`config.mk`:
```
export PLATFORM = sky130hd
export DESIGN_NAME = pixel_slicer
export DESIGN_NICKNAME = d
export VERILOG_FILES = /design/src/hub75_pkg.sv /design/src/pixel_slicer.sv
export VERILOG_INCLUDE_DIRS = /design/src /design/src/src
export SDC_FILE = /design/constraint.sdc
export NUM_CORES = 1
export LEC_CHECK = 0
export ABC_AREA = 1
export BUFFER_PORTS_ARGS = -buffer_cell sky130_fd_sc_hd__buf_2
export CAP_MARGIN = 10
export CORE_AREA = 2 2 39 41
export DETAILED_ROUTE_END_ITERATION = 6
export DIE_AREA = 0 0 41 43
export GPL_ROUTABILITY_DRIVEN = 1
export PLACE_DENSITY = 0.76
export SLEW_MARGIN = 40
export SYNTH_ARGS = -nofsm -noshare
export SYNTH_HDL_FRONTEND = slang
export SYNTH_SLANG_ARGS = --single-unit
```
`constraint.sdc`:
```
create_clock -name clk_in -period 0.8 [get_ports clk_in]
set_input_delay 0.04 -clock clk_in [delete_from_list [all_inputs] [get_ports clk_in]]
set_output_delay 0.04 -clock clk_in [all_outputs]
set_load 0.005 [all_outputs]
```
`src/hub75_params.svh`:
```
`ifndef HUB75_PARAMS_SVH
`define HUB75_PARAMS_SVH

// panel geometry for a 64x32 panel driven at 1/16 scan
`define HUB75_COLS 64      // pixels shifted per line
`define HUB75_SCAN_ROWS 16 // row addresses, each one lights an upper and a lower line

// colour depth, one bit plane per bit of each channel
`define HUB75_DEPTH 6

// output enable width of the least significant plane in clk_in cycles
// every higher plane doubles it
`define HUB75_OE_BASE 23

// the next line may start shifting once the enable counter is at or below this
// must cover the 64 load cycles plus the latch delay
`define HUB75_OVERLAP 67

`endif

```
`src/hub75_pkg.sv`:
```
`default_nettype none
`include "hub75_params.svh"

package hub75_pkg;

    typedef logic [$clog2(`HUB75_COLS)-1:0] col_t;      // column address
    typedef logic [$clog2(`HUB75_SCAN_ROWS)-1:0] row_t; // row address on the panel
    typedef logic [`HUB75_DEPTH-1:0] chan_t;            // one colour channel intensity
    typedef logic [`HUB75_DEPTH-1:0] mask_t;            // one-hot bit plane select
    typedef logic [9:0] oe_count_t;                     // holds up to 23 << 5
    typedef logic [$bits(row_t)+$bits(col_t)-1:0] fb_addr_t; // {row, column}

    typedef struct packed {
        chan_t r;
        chan_t g;
        chan_t b;
    } pixel_t;

    // both pixels shifted out together on one line
    typedef struct packed {
        pixel_t upper; // row r
        pixel_t lower; // row r + 16
    } pixel_pair_t;

    typedef struct packed {
        logic r1;
        logic g1;
        logic b1;
        logic r2;
        logic g2;
        logic b2;
    } panel_data_t;

endpackage

`default_nettype wire

```
`src/pixel_slicer.sv`:
```
`timescale 1ns/1ps
`default_nettype none

// one bit plane of both pixels of a pair, registered on the falling edge
module pixel_slicer import hub75_pkg::*; (
    input  wire logic        clk_in,
    input  wire logic        reset,
    input  wire pixel_pair_t pixels,          // from the frame buffer read port
    input  wire mask_t       brightness_mask, // plane being shifted
    output panel_data_t      panel_data       // stable at the next rising edge
);

    panel_data_t plane_bits;

    // mask picks the same bit from all six channels
    always_comb begin
        plane_bits.r1 = |(pixels.upper.r & brightness_mask);
        plane_bits.g1 = |(pixels.upper.g & brightness_mask);
        plane_bits.b1 = |(pixels.upper.b & brightness_mask);
        plane_bits.r2 = |(pixels.lower.r & brightness_mask); // lower half of the panel
        plane_bits.g2 = |(pixels.lower.g & brightness_mask);
        plane_bits.b2 = |(pixels.lower.b & brightness_mask);
    end

    // half a cycle of setup before the gated pixel clock rises
    always_ff @(negedge clk_in) begin
        if (reset) begin
            panel_data <= '0;
        end else begin
            panel_data <= plane_bits;
        end
    end

    // the scan must hand over a single plane or the bits would merge
    assert property (@(negedge clk_in) disable iff (reset) $onehot(brightness_mask));

endmodule

`default_nettype wire

```
-- Word-level counts from Yosys, hierarchy flattened
Index checks and enable logic that the tools add are counted.
- register bits: 6
- latch bits: 0
- memory bits (writable): 0
- bits in read-only memories: 0
- input port bits: 44
- output and inout port bits: 6
- logic and storage cells: 18
- memories: 0
- add/subtract/negate cells: 0
- multiply operators: 0
- divide/modulo/power cells: 0
- order comparisons: 0
- eq/ne operators: 0
- shift operators: 0
- muxes and demuxes: 0
- bitwise gates (word level): 6
- reductions and logical operators: 6
- operators by type and width (operator ; number):
    bitwise AND 6 bit ; 6
    OR reduction 6 bit ; 6

-- Depth between registers and ports, before layout
- depth after elaboration: 2
- gate-level depth with buffers: 4
- depth with buffers taken out: 4

==> results by stage <==
Final layout:
- The repair_antennas step left the layout with diodes totalling 0.
- The number of nets in the layout is 182.
- The layout-stage area growth over the synthesis result is 76.3%.
- The sequential standard cell area is 120 µm².
- panel_data holds more flip-flops than any other register.
- The share of final-layout standard cells stronger than drive strength 1 is 38.2%.
- The flip-flop count of the largest register, all copies and words added is 6.
- The largest registers in the layout are panel_data (6).
- Summing all multi-input logic gate instances after layout gives 255 µm².
- Once layout is complete, the utilization of the core stands at 51.2%.
- Fill cells in the final layout number 150.

Clocking:
- The total number of clock tree sinks is 6.
- The clock input transition at the sequential cells of the worst setup and hold paths is 0.04 ns.
- The root buffer selected by CTS is clkbuf_4.
- TritonCTS built the clock tree.
- The TritonCTS buffer count is 3.
- Post-CTS repair changed the size of 0 cells.
- Hold repair after CTS inserted 0 buffers.
- The buffer count from post-CTS setup fixing is 0.
- In this run the number of H-tree levels came out at 1.
- The maximum root-to-sink buffer count is 2.

Place:
- Port buffering added 49 buffers.
- Prior to clock tree synthesis, the placed netlist has a worst setup slack of -0.212 ns.
- The detailed placement HPWL is 1090 µm.
- The congestion estimate from routability-driven global placement came to 0.705.

Setup path:
- Counting both buffers and inverters, the worst setup path holds a total of 1.
- For this design, the slowest cell found on the critical path is dfxtp_1.
- The critical path goes through buf_2.
- For the worst setup path, the data required time is 0.76 ns.
- The startpoint type of the worst setup path is a flip-flop.
- The category of the most critical setup path is reg2out.
- Along the worst path, the maximum fanout reaches 1.
- STA classifies the critical path endpoint as a primary output.
- Broken down by cell family, the worst path's largest delay share belongs to flip-flops.
- The largest stage delay on the critical path is 0.29 ns.
- For the worst setup path, the data arrival time is 1.11 ns.
- The depth of the critical timing path with buffers and inverters included is 1.

Synth:
- The flip-flop and latch count after synthesis is 6.
- The count of yosys warnings during synthesis is 0.
- The number of nets in the synthesized netlist is 123.
- The register area share after synthesis is 29.9%.
- The synthesized instance count is 79.
- The cell area after technology mapping is 402 µm².
- The number of different library cells in the post-synthesis netlist is 5.
- The per-instance average area after synthesis is 5.08 µm².

Routing:
- The number of violations reported at the end of detailed-routing iteration 0 is 5.
- The total number of vias is 641.
- The count of nets left with antenna violations after detail routing is 0.
- The first TritonRoute pass finished after 2 iterations.
- After detailed routing, the average wire length per cell comes to 8.36 µm.
- In the routed layout, each cell is associated on average with a via count of 4.22.
- The total wirelength of the detailed-routed design is 1270 µm.
- For this run, design rule violations remaining after detail routing come to 0.

Floorplanning:
- The height of the chip is 43 µm.
- Once the floorplan was initialized, standard cells occupied 29.0% of the core.
- The floorplan step defined a die boundary enclosing 1760 µm².
- The count of standard-cell rows is 14.
- The placeable core area is 1380 µm².
- The floorplan step set the die width to 41 µm.
- 50 I/O pins were placed.

Worst hold path:
- In this run the most critical hold path is launched from reset.
- The number of cells on the worst hold path is 2.
- The tightest min-delay check is of the in2reg type.
- The path with the worst hold slack has its endpoint at panel_data[0].

Flow run:
- The count of max-cap constraint violations is 0.

Power:
- The leakage power figure is 0.000499 µW.
- The power density of the placed cells is 1380 nW/µm².
- The worst-case IR drop observed on VDD is 0.476 mV.

Timing:
- The number of hold violations in the final report is 0.
- The number of setup violations in the final report is 6.
- The transition at the pin with the smallest max-transition slack is 0.129 ns.
- The count of final max-slew check failures is 0.
- Setup repair after global routing could not meet its margin everywhere.
- The setup slack after layout is -0.347 ns.
- The normalized max-slew margin is 91.4%.

Run status:
- The run finished, with violations left.
- The checks that failed: setup timing.

Global route:
- The largest net degree at the start of global routing is 7.
- Global routing used 15.5% of the available tracks across all layers.
- The overflow left after global routing is 0.
- The first global-routing pass estimated 1900 µm of wire.
- The number of global-route vias before repair is 580.
- The number of antenna violations at the first check in global routing is 0.
==> routing by layer <==
layer,wire length (µm),up-vias,track usage [%]
met5,0,-,0
met4,0,0,9.33
met3,104,0,1.57
met2,677,24,27.2
met1,489,267,16.2
li1,-,350,-
==> kinds of logic after synthesis <==
kind of cell    synth area share (%)
compound gates                  7.48
buf+inv                         6.54
flops                           29.9
simple gates                    56.1
==> how the worst max path moves through the flow <==
| stage | start | to | slack, ns |
|---|---|---|---|
| 3_5_place_dp | brightness_mask[0] | panel_data[1] | -0.21 |
| 6_report | panel_data[0] | panel_data[0] | -0.35 |
| 2_1_floorplan | pixels[1] | panel_data[0] | 0.02 |
| 4_1_cts | panel_data[0] | panel_data[0] | -0.37 |
| 3_3_place_gp | brightness_mask[0] | panel_data[1] | -0.21 |
| 5_1_grt | panel_data[0] | panel_data[0] | -0.38 |
==> power by group <==
| group | leakage (µW) | switching, µW | total [µW] | internal, µW |
|---|---|---|---|---|
| combinational | 0.000403 | 123 | 259 | 136 |
| clock | 0.0000458 | 176 | 387 | 211 |
| sequential | 0.0000505 | 4.36 | 331 | 326 |
| total | 0.000499 | 304 | 977 | 673 |
==> cell usage in the layout, fill, tap and decap left out, drive strengths merged <==
master	n
clkbuf	3
dfxtp	6
nand2	54
buf	49
nor2	6
a21oi	6
inv	12
==> per-stage QoR <==
stage | hold slack, ns | instance area, µm² | cells | power, µW | TNS, ns
3_3_place_gp | 0.676 | 667 | 144 | 646 | -1.27
6_report | 0.371 | 708 | 152 | 977 | -2.01
5_1_grt | 0.387 | 708 | 152 | 1060 | -2.17
2_1_floorplan | 0.509 | 402 | 79 | 488 | 0
3_5_place_dp | 0.675 | 667 | 144 | 649 | -1.27
4_1_cts | 0.352 | 708 | 152 | 1000 | -2.08
==> synthesized netlist by cell type <==
cell type | count | area [µm²]
dfxtp_1 | 6 | 120
inv_1 | 7 | 26.3
nor2_1 | 6 | 22.5
nand2_1 | 54 | 203
a21oi_1 | 6 | 30.0
==> final cells by class <==
type	count	area share, %
Multi-Input combinational cell	66	36.0
Timing Repair Buffer	49	34.6
Sequential cell	6	17.0
Clock buffer	3	3.18
Clock inverter	6	3.18
Inverter	6	3.18
Tap cell	16	2.83
Note: power is estimated with default switching activity, not from simulation.
