`src/hub75_params.svh`:
```
`ifndef HUB75_PARAMS_SVH
`define HUB75_PARAMS_SVH

// panel geometry for a 64x32 panel driven at 1/16 scan
`define HUB75_COLS 64      // pixels shifted per line
`define HUB75_SCAN_ROWS 16 // row addresses, each one lights an upper and a lower line

// colour depth, one bit plane per bit of each channel
`define HUB75_DEPTH 6

// output enable width of the least significant plane in clk_in cycles
// every higher plane doubles it
`define HUB75_OE_BASE 23

// the next line may start shifting once the enable counter is at or below this
// must cover the 64 load cycles plus the latch delay
`define HUB75_OVERLAP 67

`endif

```
`src/hub75_pkg.sv`:
```
`default_nettype none
`include "hub75_params.svh"

package hub75_pkg;

    typedef logic [$clog2(`HUB75_COLS)-1:0] col_t;      // column address
    typedef logic [$clog2(`HUB75_SCAN_ROWS)-1:0] row_t; // row address on the panel
    typedef logic [`HUB75_DEPTH-1:0] chan_t;            // one colour channel intensity
    typedef logic [`HUB75_DEPTH-1:0] mask_t;            // one-hot bit plane select
    typedef logic [9:0] oe_count_t;                     // holds up to 23 << 5
    typedef logic [$bits(row_t)+$bits(col_t)-1:0] fb_addr_t; // {row, column}

    typedef struct packed {
        chan_t r;
        chan_t g;
        chan_t b;
    } pixel_t;

    // both pixels shifted out together on one line
    typedef struct packed {
        pixel_t upper; // row r
        pixel_t lower; // row r + 16
    } pixel_pair_t;

    typedef struct packed {
        logic r1;
        logic g1;
        logic b1;
        logic r2;
        logic g2;
        logic b2;
    } panel_data_t;

endpackage

`default_nettype wire

```
`src/matrix_scan.sv`:
```
`timescale 1ns/1ps
`default_nettype none
`include "hub75_params.svh"

// scan sequencer for line shift, latch and binary coded output enable
module matrix_scan import hub75_pkg::*; (
    input  wire logic clk_in,
    input  wire logic reset,
    output col_t      column_address,     // column being read for the shift
    output row_t      row_address,        // row being shifted now
    output row_t      row_address_active, // row lit by output_enable
    output mask_t     brightness_mask,    // plane being shifted now
    output logic      clk_pixel,          // gated shift clock
    output logic      row_latch,
    output logic      output_enable       // active high
);

    localparam int LOAD_WIDTH = $clog2(`HUB75_COLS) + 1; // wide enough to hold 64
    localparam mask_t MASK_MSB = mask_t'(1) << (`HUB75_DEPTH - 1);

    logic [1:0] state;        // state_advance history, older bit on the left
    logic state_advance;
    logic line_start;
    logic line_busy;          // a shift or its latch is still in flight

    logic clk_pixel_load_en;  // load window, 64 cycles
    logic pixel_en_d;         // first half of the two cycle delay
    logic clk_pixel_en;       // gates clk_pixel
    logic [1:0] row_latch_state;
    logic latch_next;

    mask_t brightness_mask_active;  // plane lit by output_enable
    oe_count_t brightness_timeout;  // enable width for the active plane
    oe_count_t brightness_counter;  // remaining enable cycles

    assign clk_pixel = clk_in & clk_pixel_en;
    assign row_latch = (row_latch_state == 2'b10); // falling edge of the pixel enable
    assign latch_next = row_latch_state[0] & ~clk_pixel_en;

    // 64 load cycles per line
    timeout #(
        .COUNTER_WIDTH(LOAD_WIDTH)
    ) timeout_load (
        .clk_in (clk_in),
        .reset  (reset),
        .start  (line_start),
        .value  (LOAD_WIDTH'(`HUB75_COLS)),
        .counter(),
        .running(clk_pixel_load_en)
    );

    // column address counts 63 down to 0 and holds there
    timeout #(
        .COUNTER_WIDTH($bits(col_t))
    ) timeout_column (
        .clk_in (clk_in),
        .reset  (reset),
        .start  (line_start),
        .value  (col_t'(`HUB75_COLS - 1)),
        .counter(column_address),
        .running()
    );

    // pixel enable trails the load window by two cycles
    // one for the frame buffer read and one for the slicer register
    always_ff @(negedge clk_in) begin
        if (reset) begin
            pixel_en_d <= 1'b0;
            clk_pixel_en <= 1'b0;
            row_latch_state <= 2'b00;
            brightness_mask <= MASK_MSB;
            brightness_mask_active <= '0;
            row_address <= '0;
            row_address_active <= '0;
        end else begin
            pixel_en_d <= clk_pixel_load_en;
            clk_pixel_en <= pixel_en_d;
            row_latch_state <= {row_latch_state[0], clk_pixel_en};
            if (latch_next) begin
                brightness_mask_active <= brightness_mask; // hand the shifted line to the LEDs
                row_address_active <= row_address;
                if (brightness_mask[0]) begin
                    brightness_mask <= MASK_MSB; // last plane done so move to the next row
                    row_address <= row_address + 1'b1; // wraps at 16
                end else begin
                    brightness_mask <= brightness_mask >> 1;
                end
            end
        end
    end

    // binary coded modulation, each plane lights twice as long as the one below
    always_comb begin
        case (brightness_mask_active)
            6'b000001: brightness_timeout = oe_count_t'(`HUB75_OE_BASE);
            6'b000010: brightness_timeout = oe_count_t'(`HUB75_OE_BASE) << 1;
            6'b000100: brightness_timeout = oe_count_t'(`HUB75_OE_BASE) << 2;
            6'b001000: brightness_timeout = oe_count_t'(`HUB75_OE_BASE) << 3;
            6'b010000: brightness_timeout = oe_count_t'(`HUB75_OE_BASE) << 4;
            6'b100000: brightness_timeout = oe_count_t'(`HUB75_OE_BASE) << 5;
            default:   brightness_timeout = oe_count_t'(1); // no plane latched yet
        endcase
    end

    // enable window opens on the rising edge after the latch
    timeout #(
        .COUNTER_WIDTH($bits(oe_count_t))
    ) timeout_output_enable (
        .clk_in (clk_in),
        .reset  (reset),
        .start  (row_latch),
        .value  (brightness_timeout),
        .counter(brightness_counter),
        .running(output_enable)
    );

    assign line_busy = clk_pixel_load_en | pixel_en_d | clk_pixel_en | (|row_latch_state);

    // shift the next line while the current plane is still lit
    // it finishes just as the enable window closes
    assign state_advance = !line_busy &&
        (!output_enable || (brightness_counter <= oe_count_t'(`HUB75_OVERLAP)));
    assign line_start = (state == 2'b01); // rising edge of state_advance

    always_ff @(posedge clk_in) begin
        if (reset) begin
            state <= 2'b00; // first edge comes right after reset
        end else begin
            state <= {state[0], state_advance};
        end
    end

    // exactly one plane is ever selected for the shift
    assert property (@(negedge clk_in) disable iff (reset) $onehot(brightness_mask));

    // the latch must never land inside an enable window
    assert property (@(posedge clk_in) disable iff (reset) !(row_latch && output_enable));

endmodule

`default_nettype wire

```
`src/timeout.sv`:
```
`timescale 1ns/1ps
`default_nettype none

// countdown timer, loads on start and runs down to zero
module timeout #(
    parameter int COUNTER_WIDTH = 8
) (
    input  wire logic                     clk_in,
    input  wire logic                     reset,
    input  wire logic                     start,   // ignored while running
    input  wire logic [COUNTER_WIDTH-1:0] value,
    output logic      [COUNTER_WIDTH-1:0] counter,
    output logic                          running
);

    logic [COUNTER_WIDTH-1:0] last_value; // value of the most recent load
    logic load;

    assign running = (counter != '0);
    assign load = start && !running; // only an idle timer takes a new value

    always_ff @(posedge clk_in) begin
        if (reset) begin
            counter <= '0;
        end else if (load) begin
            counter <= value;
        end else if (running) begin
            counter <= counter - 1'b1; // stops at zero
        end
    end

    always_ff @(posedge clk_in) begin
        if (load) begin
            last_value <= value;
        end
    end

    // a running count only ever falls from the value it was loaded with
    assert property (@(posedge clk_in) disable iff (reset)
        running |-> (counter <= last_value));

endmodule

`default_nettype wire

```
`config.mk`:
```
export PLATFORM = sky130hd
export DESIGN_NAME = matrix_scan
export DESIGN_NICKNAME = d
export VERILOG_FILES = /design/src/hub75_pkg.sv /design/src/matrix_scan.sv /design/src/timeout.sv
export VERILOG_INCLUDE_DIRS = /design/src /design/src/src
export SDC_FILE = /design/constraint.sdc
export NUM_CORES = 1
export LEC_CHECK = 0
export ABC_AREA = 0
export BUFFER_PORTS_ARGS = -buffer_cell sky130_fd_sc_hd__buf_2
export CORE_ASPECT_RATIO = 0.7
export CORE_MARGIN = 5
export CORE_UTILIZATION = 58
export DETAILED_ROUTE_END_ITERATION = 8
export PLACE_DENSITY = 0.89
export SKIP_CTS_REPAIR_TIMING = 1
export SYNTH_ARGS = -nofsm -noshare
export SYNTH_HDL_FRONTEND = slang
export SYNTH_SLANG_ARGS = --single-unit
```
`constraint.sdc`:
```
create_clock -name clk_in -period 2.3 [get_ports clk_in]
set_clock_uncertainty 0.2 [all_clocks]
set_input_delay 0.23 -clock clk_in [delete_from_list [all_inputs] [get_ports clk_in]]
set_output_delay 0.23 -clock clk_in [all_outputs]
set_load 0.005 [all_outputs]
```
* After elaboration in Yosys (flattened, before gate mapping)
Cells that the tools add are included.
** Cells by class
- $add $sub $neg :: 4
- Multipliers :: 0
- Divide/modulo/power cells :: 0
- Magnitude comparators :: 1
- Equal/unequal tests :: 8
- Shifts and indexed selects :: 0
- Mux-type cells :: 8
- Bitwise logic cells :: 6
- Reductions and logical operators :: 18
** Operators by type and width (count)
- $pmux 10 s6 :: 1
- $mux 10 :: 2
- $mux 6 :: 3
- $mux 7 :: 2
- $le 10x7->1 const B :: 1
- $reduce_bool 10->1 :: 1
- $sub 10x1->10 const B :: 1
- $reduce_bool 7->1 :: 1
- $sub 7x1->7 const B :: 1
- $eq 6x1->1 const B :: 1
- $eq 6x2->1 const B :: 1
- $eq 6x3->1 const B :: 1
- $eq 6x4->1 const B :: 1
- $eq 6x5->1 const B :: 1
- $eq 6x6->1 const B :: 1
- $reduce_bool 2->1 :: 3
- $reduce_bool 6->1 :: 1
- $sub 6x1->6 const B :: 1
- $add 4x1->4 const B :: 1
- $logic_and 1x1->1 :: 4
- $logic_not 1->1 :: 4
- $reduce_or 2->1 :: 2
- $or 1x1->1 :: 3
- $and 1x1->1 :: 2
- other kinds (5) :: 5
** Storage, ports and cells
- Flip-flop bits (word level) :: 49
- Latch bits :: 0
- RAM bits :: 0
- Bits in read-only memories :: 0
- Input bits :: 2
- Output and inout bits :: 23
- Logic and storage cells :: 57
- Memories kept :: 0

* Longest topological paths before layout
Gate-level depths: netlist of the first run.
- Word-level depth :: 6
- Gate-level depth with buffers :: 7
- Gate-level depth less buffers :: 7

* By module
Synthesis of the first run repeated with hierarchy kept, for this count alone.
** Second synthesis, totals
- Cells, all modules :: 308
- Area total of the unflattened synthesis :: 2529.9 um2
** Modules (own cells, without submodules)
- matrix_scan :: instances 1, cells an instance 151, area an instance 1224.9 um2, seq. area each 520.5 um2
- timeout at timeout_output_enable :: instances 1, cells an instance 69, area an instance 574.3 um2, seq. area each 200.2 um2
- timeout at timeout_load :: instances 1, cells an instance 46, area an instance 367.9 um2, seq. area each 140.1 um2
- timeout at timeout_column :: instances 1, cells an instance 42, area an instance 362.8 um2, seq. area each 120.1 um2

==> summary.txt, run 1 <==
Setup path
  – CP most frequent cell: buf_6
  – Crit path max-delay family: flip-flops
  – Worst EP required: 1.87 ns
  – R2R Setup Slk: -0.45 ns
  – CP max stage cell: dfxtp_2
  – WP data arrival: ~2.4 ns
  – Slowest stage delay, CP: 0.32 ns
  – Reg2Reg Depth: 6
  – CP cell instances: nand2b_4 > buf_6 > inv_4 > buf_6
  – CP Capture Type: output port
  – CP Depth: 4
  – Worst setup SP type: flop
  – Crit path kind: flop to output port
  – Buf/Inv on CP: 3
  – Maximum fanout along the worst path: 6

Die
  – Initial core utilization: 0.602
  – DIE HEIGHT: 63.4 microns
  – Die X: 86.3 microns
  – Die ar.: between 0.005 and 0.006 sq mm
  – Core area: 0.00392 sq mm
  – Cell Rows: 19
  – # IOs: 25

Logic synthesis
  – Synth top area share: 0.415
  – Post-synthesis cell type count: 45
  – Synth async-reset ratio: 0
  – Synth Flop Type: dfxtp_1
  – Yosys warnings: 0
  – Post-synthesis cell area: 0.00236 sq mm
  – Main area contributors after synthesis: dfxtp_1 (42%), a21oi_1 (5.9%), nand2_1 (5.2%)
  – Synth area leader: dfxtp_1
  – Sequential fraction of the synthesis area: 0.415
  – Post-Syn Nets: 291
  – Post-Syn Area per Cell: approximately 8.3 sq um
  – Cell count after synthesis: 284
  – Synth Register Bits: 49
  – Number of synthesized flops with an enable pin: 0

Place
  – Port bufs: 24
  – Area after DPL: approximately 0.0029 sq mm
  – Worst slack, placed: -0.466 ns
  – Sum of net half-perimeters after detailed placement: 4.19 mm
  – Cells after DPL: 379
  – GPL Wtd Cong: 0.875

GRT
  – Largest net degree at the start of global routing: 17
  – Total Routing Usage GR: 0.243
  – Antenna violations before repair: 0
  – First-pass GRT wire length: approximately 10 mm
  – Total gr overflow: 0
  – Vias in the first global route: 2383

STA
  – Setup violators final: 29
  – Hold Violations, Final: 0
  – Worst Max-Slew Pin Slew: 0.664 ns
  – Max Slew Vio Count: 0
  – Worst hold margin: ~0.12 ns
  – Setup ws final: -0.559 ns
  – Relative slew slack: 0.557
  – RSZ-0062 raised after global routing: yes

Final layout
  – Share of cells above drive strength 1: 0.428
  – # diodes: 0
  – Syn-to-layout area delta: 49.2%
  – Nets: between 300 and 400
  – Design area: between 0.003 and 0.004 sq mm
  – Non-Filler Instances: roughly 430

Routing
  – Total routed wirelength: 8.96 mm
  – DR iter-0 viols: 327
  – Vias per cell: 6.40
  – Vias: about 2800
  – ANT nets after route: 0
  – Detailed-route DRC error count: 0
  – First-pass iteration count of the detailed router: 7
  – Avg WL per Cell: 20.7 microns

Pwr
  – Power Density: 1150 mW/mm^2
  – Max VDD drop: 1.09 mV
  – Leak: 1.53 nW

Clock tree
  – Worst-Skew Late Latency: 0.53 ns
  – Clock-pin slew on the worst setup and hold paths: 0.11 ns
  – CTS tree: built

Worst hold path
  – Worst hold path class: input port to flop
  – Hold path cells: 3

Run status
  – Failing checks: setup timing
  – Status: finished, violations left

Flow run
  – Max Cap Viol: 0
==> metal layers <==
layer / track usage / routed length (microns) / vias to the layer above
met5: 0 / 0 / -
met4: 0.107 / 550 / 0
met3: 0.0729 / 856 / 77
met2: 0.419 / 4250 / 217
met1: 0.275 / 3310 / 1294
li1: - / - / 1185
==> power by group <==
part           internal, mW  total [mW]  switching (mW)
registers              1.04        1.27           0.229
clock network         0.411       0.948           0.537
logic                 0.858        1.82           0.959
==> flip-flops by register name, summed over array words and instances (netlist names) <==
name,flops
pixel_en_d,1
clk_pixel_en,1
row_address,4
brightness_mask,6
brightness_mask_active,6
timeout_column.counter,6
timeout_output_enable.counter,10
state,2
timeout_load.counter,7
row_latch_state,2
row_address_active,4
==> synthesized netlist by cell type (all sizes together) (7+ instances only) <==
master / number
nor2: 16
nor4: 7
nand2b: 8
inv: 11
dfxtp: 49
a21oi: 28
nand2: 33
o21ai: 8
clkbuf: 16
xnor2: 8
or2: 7
nor3: 15
xor2: 10
==> worst paths after layout <==
path | from | end
max reg2reg | row_latch_state[0] | timeout_output_enable.counter[2]
min reg2reg | state[0] | state[1]
max | row_latch_state[0] | row_latch
min | reset | timeout_column.counter[1]
==> worst register-to-register path, stage by stage (launching register included) <==
cell,delay [ns]
dfxtp_2,0.32
nand2b_4,0.18
buf_4,0.15
buf_4,0.14
nor3_2,0.16
o2111ai_1,0.14
a21oi_1,0.15
==> cell type report <==
cell class	count	area, sq um
multi-input combinational	205	1500
sequential	49	1030
timing repair buffer	81	649
fill	147	398
clock buffer	9	121
clock inverter	27	119
tap	52	65.1
inverter	10	40.0
==> stage by stage <==
stage	total power [mW]	util	setup TNS [ns]
2_1_floorplan	2.38	-	-1.88
6_report	4.04	0.899	-8.51
5_1_grt	4.28	0.899	-10.02
3_5_place_dp	2.85	0.732	-3.37
4_1_cts	3.70	0.789	-9.04
3_3_place_gp	2.76	0.732	-2.89
==> cell usage in the layout, fill, tap and decap left out, types with 4 or more instances in the layout <==
master and instances:
nor2_1 15, dfxtp_4 8, dfxtp_2 18, a21oi_1 26, nand2_1 33, xor2_1 10
ha_1 4, inv_2 4, buf_6 16, xnor2_1 6, nor4_4 5, nor3_1 9
nand3_1 6, nor2b_1 5, inv_1 29, nand2b_1 7, dfxtp_1 23, or2_2 4
buf_4 50, clkbuf_8 8, o21ai_0 4, nand3b_1 6, buf_2 13
==> kinds of logic after synthesis <==
logic type	Yosys count	share of synthesized area
and+or+nand+nor	122	0.283
adders and majority gates	5	0.0265
buffers and inverters	30	0.0482
xor gates and xnor gates	18	0.0667
AOI/OAI and AO/OA	58	0.152
DFF	49	0.415
muxes	2	0.00847
Note: power is estimated with default switching activity, not from simulation.
==> run 2: changes to the inputs <==
--- a/config.mk
+++ b/config.mk
@@ -8,9 +8,11 @@
 export LEC_CHECK = 0
 export ABC_AREA = 0
 export BUFFER_PORTS_ARGS = -buffer_cell sky130_fd_sc_hd__buf_2
+export CAP_MARGIN = 15
 export CORE_ASPECT_RATIO = 0.7
 export CORE_MARGIN = 5
 export CORE_UTILIZATION = 58
+export CTS_BUF_LIST = sky130_fd_sc_hd__clkbuf_16
 export DETAILED_ROUTE_END_ITERATION = 8
 export PLACE_DENSITY = 0.89
 export SKIP_CTS_REPAIR_TIMING = 1
==> run 2 against run 1 <==
The run ends with DRC, setup timing left. Critical path depth did not move. Die area did not move. Hold slack improved by 0.029 ns. Design area rose by 2.8%. Flip-flop and latch count did not move.
==> summary.txt, run 2 (synthesized netlist as in run 1, its figures left out) <==
Run status
  – Status: finished, violations left
  – Failing checks: DRC, setup timing

STA
  – RSZ-0062 raised after global routing: yes
  – Relative slew slack: 0.558
  – Worst Max-Slew Pin Slew: 0.664 ns
  – Worst hold margin: roughly 0.15 ns
  – Hold Violations, Final: 0
  – Max Slew Vio Count: 0
  – Setup ws final: -0.571 ns
  – Setup violators final: 29

Setup path
  – CP max stage cell: dfxtp_2
  – Reg2Reg Depth: 4
  – CP cell instances: buf_6 > o21ai_0 > o2111ai_1 > a21oi_2
  – CP Capture Type: flop
  – Worst setup SP type: flop
  – R2R Setup Slk: -0.57 ns
  – Maximum fanout along the worst path: 8
  – Worst EP required: approximately 2.4 ns
  – WP data arrival: about 3.0 ns
  – Worst r2r src: brightness_mask_active[4]
  – Critical R2R Capture: timeout_output_enable.counter[6]
  – Slowest stage delay, CP: 0.36 ns
  – Crit path kind: flop to flop

Routing
  – Vias: 2963
  – First-pass iteration count of the detailed router: 9
  – Detailed-route DRC error count: 2
  – Vias per cell: 6.86
  – DR iter-0 viols: 471
  – Avg WL per Cell: between 20 and 25 microns
  – ANT nets after route: 0
  – Total routed wirelength: roughly 11 mm

Final layout
  – Design area: ~0.0036 sq mm
  – Post-Route Utilization: 0.924
  – Share of cells above drive strength 1: 0.437
  – Most flop-heavy register: timeout_output_enable.counter
  – Fillers: about 110
  – Leading cell type in the layout, fill and taps excluded: buf_4
  – # diodes: 0
  – Most frequent cells in the layout: buf_4 (50), nand2_1 (33), inv_1 (29)
  – Largest register FFs: 10
  – Syn-to-layout area delta: 53.4%
  – Largest regs: timeout_output_enable.counter x10, timeout_load.counter x7
  – Nets: 386

Pwr
  – Overall power: 4.57 mW
  – Leak: ~1.6 nW
  – Max VDD drop: 1.03 mV
  – Power Density: 1260 mW/mm^2

Die
  – Core area: about 0.0039 sq mm
  – # IOs: 25
  – Die X: approximately 86 microns
  – DIE HEIGHT: about 63 microns
  – Initial core utilization: 0.602
  – Die ar.: 0.00547 sq mm
  – Cell Rows: 19

GRT
  – First-pass GRT wire length: 11.7 mm
  – Largest net degree at the start of global routing: 17
  – Total Routing Usage GR: 0.274
  – Total gr overflow: 0
  – Antenna violations before repair: 0
  – Vias in the first global route: 2448

Worst hold path
  – Min-Delay Endpoint: timeout_column.counter[1]
  – Worst hold path class: input port to flop
  – Hold wc startpoint: reset
  – Hold path cells: 3

Place
  – Sum of net half-perimeters after detailed placement: 4.19 mm
  – Port bufs: 24
  – GPL Wtd Cong: 0.875
  – Area after DPL: 0.00287 sq mm

Flow run
  – Max Cap Viol: 0

Clock tree
  – Clock-pin slew on the worst setup and hold paths: 0.08 ns
  – Worst-Skew Late Latency: ~0.54 ns
  – CTS tree: built
-- run 2: cell count changes in the layout (fill, tap and decap cells not counted), moves of 2 or more --
cell       change
clkbuf_16      +8
xnor2_2        +2
buf_6          +2
clkbuf_8       -8
-- run 2: area by class of cell --
type	count	area [sq um]	share of cell area
Clock buffer	9	211	0.0583
Clock inverter	27	119	0.0328
Inverter	10	40.0	0.0110
Multi-Input combinational cell	205	1530	0.421
Sequential cell	49	1030	0.285
Tap cell	52	65.1	0.0179
Timing Repair Buffer	80	632	0.174
-- run 2: metrics by stage --
| step | std cells | setup slack, ns | TNS (ns) |
|---|---|---|---|
| 2_1_floorplan | 284 | -0.559 | -1.88 |
| 3_3_place_gp | 379 | -0.438 | -2.89 |
| 3_5_place_dp | 379 | -0.466 | -3.37 |
| 4_1_cts | 413 | -0.632 | -9.64 |
| 5_1_grt | 432 | -0.583 | -10.52 |
| 6_report | 432 | -0.571 | -9.85 |
-- run 2: worst max-delay path, delay by kind of cell, from the launching register on --
kind                   cells  cell delay, ns
flip-flops                 1            0.36
AO/OA/AOI/OAI              3            0.80
buffers and inverters      1            0.16
-- run 2: where the power goes --
group | switching [mW] | internal [mW]
combinational | 1.07 | 0.866
sequential | 0.273 | 1.04
clock | 0.604 | 0.712
-- run 2: layer usage --
| metal | global-route usage | up-vias | part of all wire |
|---|---|---|---|
| met2 | 0.466 | 327 | 0.45 |
| met5 | 0 | - | 0 |
| met1 | 0.318 | 1351 | 0.34 |
| li1 | - | 1181 | - |
| met4 | 0.140 | 0 | 0.083 |
| met3 | 0.0677 | 104 | 0.13 |
-- run 2: worst max path at each step --
| stage | slack (ns) | end | cells past startpoint | from |
|---|---|---|---|---|
| 2_1_floorplan | -0.56 | pixel_en_d | 6 | timeout_load.counter[1] |
| 4_1_cts | -0.63 | row_latch | 4 | row_latch_state[0] |
| 6_report | -0.57 | timeout_output_enable.counter[6] | 4 | brightness_mask_active[4] |
| 3_3_place_gp | -0.44 | pixel_en_d | 6 | timeout_load.counter[1] |
| 3_5_place_dp | -0.47 | pixel_en_d | 6 | timeout_load.counter[1] |
| 5_1_grt | -0.58 | clk_pixel | 3 | clk_pixel_en |
==> run 3: changes to the inputs <==
--- a/config.mk
+++ b/config.mk
@@ -11,10 +11,10 @@
 export CAP_MARGIN = 15
 export CORE_ASPECT_RATIO = 0.7
 export CORE_MARGIN = 5
-export CORE_UTILIZATION = 58
+export CORE_UTILIZATION = 50
 export CTS_BUF_LIST = sky130_fd_sc_hd__clkbuf_16
 export DETAILED_ROUTE_END_ITERATION = 8
-export PLACE_DENSITY = 0.89
+export PLACE_DENSITY = 0.8
 export SKIP_CTS_REPAIR_TIMING = 1
 export SYNTH_ARGS = -nofsm -noshare
 export SYNTH_HDL_FRONTEND = slang
==> run 3 against run 2 <==
Largest power group unchanged. Critical path depth stayed put. The flow finishes with violations (setup timing). Critical endpoint is now row_latch. Combinational power is 7% lower. Hold slack worse by 0.029 ns. Largest cell class unchanged.
==> summary.txt, run 3 (synthesized netlist as in run 1, its figures left out) <==
Run status
  – Status: finished, violations left
  – Failing checks: setup timing

STA
  – Relative slew slack: 0.584
  – Setup ws final: -0.547 ns
  – Worst Max-Slew Pin Slew: 0.624 ns
  – Setup violators final: 29
  – Hold Violations, Final: 0
  – RSZ-0062 raised after global routing: yes
  – Max Slew Vio Count: 0

Routing
  – DR iter-0 viols: 139
  – Vias: between 2000 and 3000
  – Avg WL per Cell: approximately 18 microns
  – M1 WL: 3.28 mm
  – First-pass iteration count of the detailed router: 5
  – Detailed-route DRC error count: 0
  – ANT nets after route: 0
  – Vias per cell: 5.79
  – Routed wl met2: 4.07 mm
  – WL met3: 380 microns
  – Total routed wirelength: between 8 and 9 mm
  – Top Metal Used: met4

Pwr
  – Power Density: about 1200 mW/mm^2
  – Max VDD drop: 0.758 mV
  – Leak: 1.60 nW

Place
  – Worst slack, placed: -0.484 ns
  – Port bufs: 24
  – GPL Wtd Cong: roughly 0.84
  – Sum of net half-perimeters after detailed placement: 4.16 mm
  – Area after DPL: 0.00287 sq mm

Die
  – Die X: 92.2 microns
  – Cell Rows: 20
  – DIE HEIGHT: 67.5 microns
  – # IOs: 25
  – Initial core utilization: 0.530
  – Die ar.: 0.00622 sq mm
  – Core area: 0.00445 sq mm

Setup path
  – Maximum fanout along the worst path: 6
  – CP Capture Type: output port
  – Worst setup SP type: flop
  – WP data arrival: 2.42 ns
  – Crit path kind: flop to output port
  – Worst EP required: 1.87 ns

GRT
  – Total Routing Usage GR: 0.220
  – Total gr overflow: 0
  – Largest net degree at the start of global routing: 17
  – First-pass GRT wire length: ~11 mm
  – Vias in the first global route: 2335
  – Antenna violations before repair: 0

Final layout
  – # diodes: 0
  – Multi-input logic area: ~0.0015 sq mm
  – Nets: ~390
  – Leading cell type in the layout, fill and taps excluded: buf_4
  – Fillers: 238
  – Largest register FFs: 10
  – Share of cells above drive strength 1: 0.440
  – Most frequent cells in the layout: buf_4 (52), nand2_1 (32), inv_1 (30)
  – Design area: 0.00364 sq mm
  – FF+latch area: a little over 0.001 sq mm
  – Syn-to-layout area delta: 54.2%
  – Largest regs: timeout_output_enable.counter x10, timeout_load.counter x7
  – Most flop-heavy register: timeout_output_enable.counter

Clock tree
  – CTS tree: built
  – Worst-Skew Late Latency: 0.52 ns
  – Clock-pin slew on the worst setup and hold paths: 0.07 ns

Worst hold path
  – Worst hold path class: input port to flop

Flow run
  – Max Cap Viol: 0
[run 3: cell types whose count changed in the layout (fill, tap and decap cells not counted), sizes merged]
cell	previous run	this run
dlygate4sd3	0	1
clkinv	2	1
buf	81	82
bufinv	0	1
[run 3: final timing paths]
kind                                             from                          endpoint  slack, ns  cells after the start
worst max-delay path               row_latch_state[0]                         row_latch      -0.55                      4
worst min-delay path                            reset  timeout_output_enable.counter[6]       0.12                      3
worst max register to register     row_latch_state[0]                          state[0]      -0.50                      3
worst min register to register  row_address_active[3]             row_address_active[3]       0.26                      2
[run 3: power by group]
| group | switching [mW] | internal [mW] | total (mW) |
|---|---|---|---|
| Sequential | 0.234 | 1.04 | 1.28 |
| Combinational | 0.904 | 0.907 | 1.81 |
| Clock | 0.526 | 0.807 | 1.33 |
| Total | 1.66 | 2.76 | 4.42 |
[run 3: worst max-delay path, stage by stage (launching register included)]
cell and delay [ns]:
dfxtp_2 0.35, nand2b_4 0.17, buf_6 0.11, inv_4 0.03, buf_6 0.10
[run 3: stage by stage]
step	util	setup TNS (ns)	std cells	total power [mW]	hold WS [ns]
after floorplan	-	-1.88	284	2.38	0.146
after global placement	0.644	-2.67	381	2.77	0.220
after detailed placement	0.644	-3.39	381	2.84	0.220
after CTS	0.717	-9.32	415	4.09	-0.0545
after global routing	0.818	-10.30	437	4.67	0.142
final	0.818	-8.86	437	4.42	0.125
[run 3: final cells by class]
cell class | count | share of cell area
Clock inverter | 27 | 0.0364
Clock buffer | 9 | 0.0580
Tap cell | 55 | 0.0189
Multi-Input combinational cell | 205 | 0.417
Sequential cell | 49 | 0.284
Inverter | 10 | 0.0110
Timing Repair Buffer | 82 | 0.175
[run 3: layer usage]
metal	vias up	GRT usage
met1	1206	0.249
met2	113	0.384
met3	29	0.0512
met5	-	0
met4	0	0.133
li1	1182	-
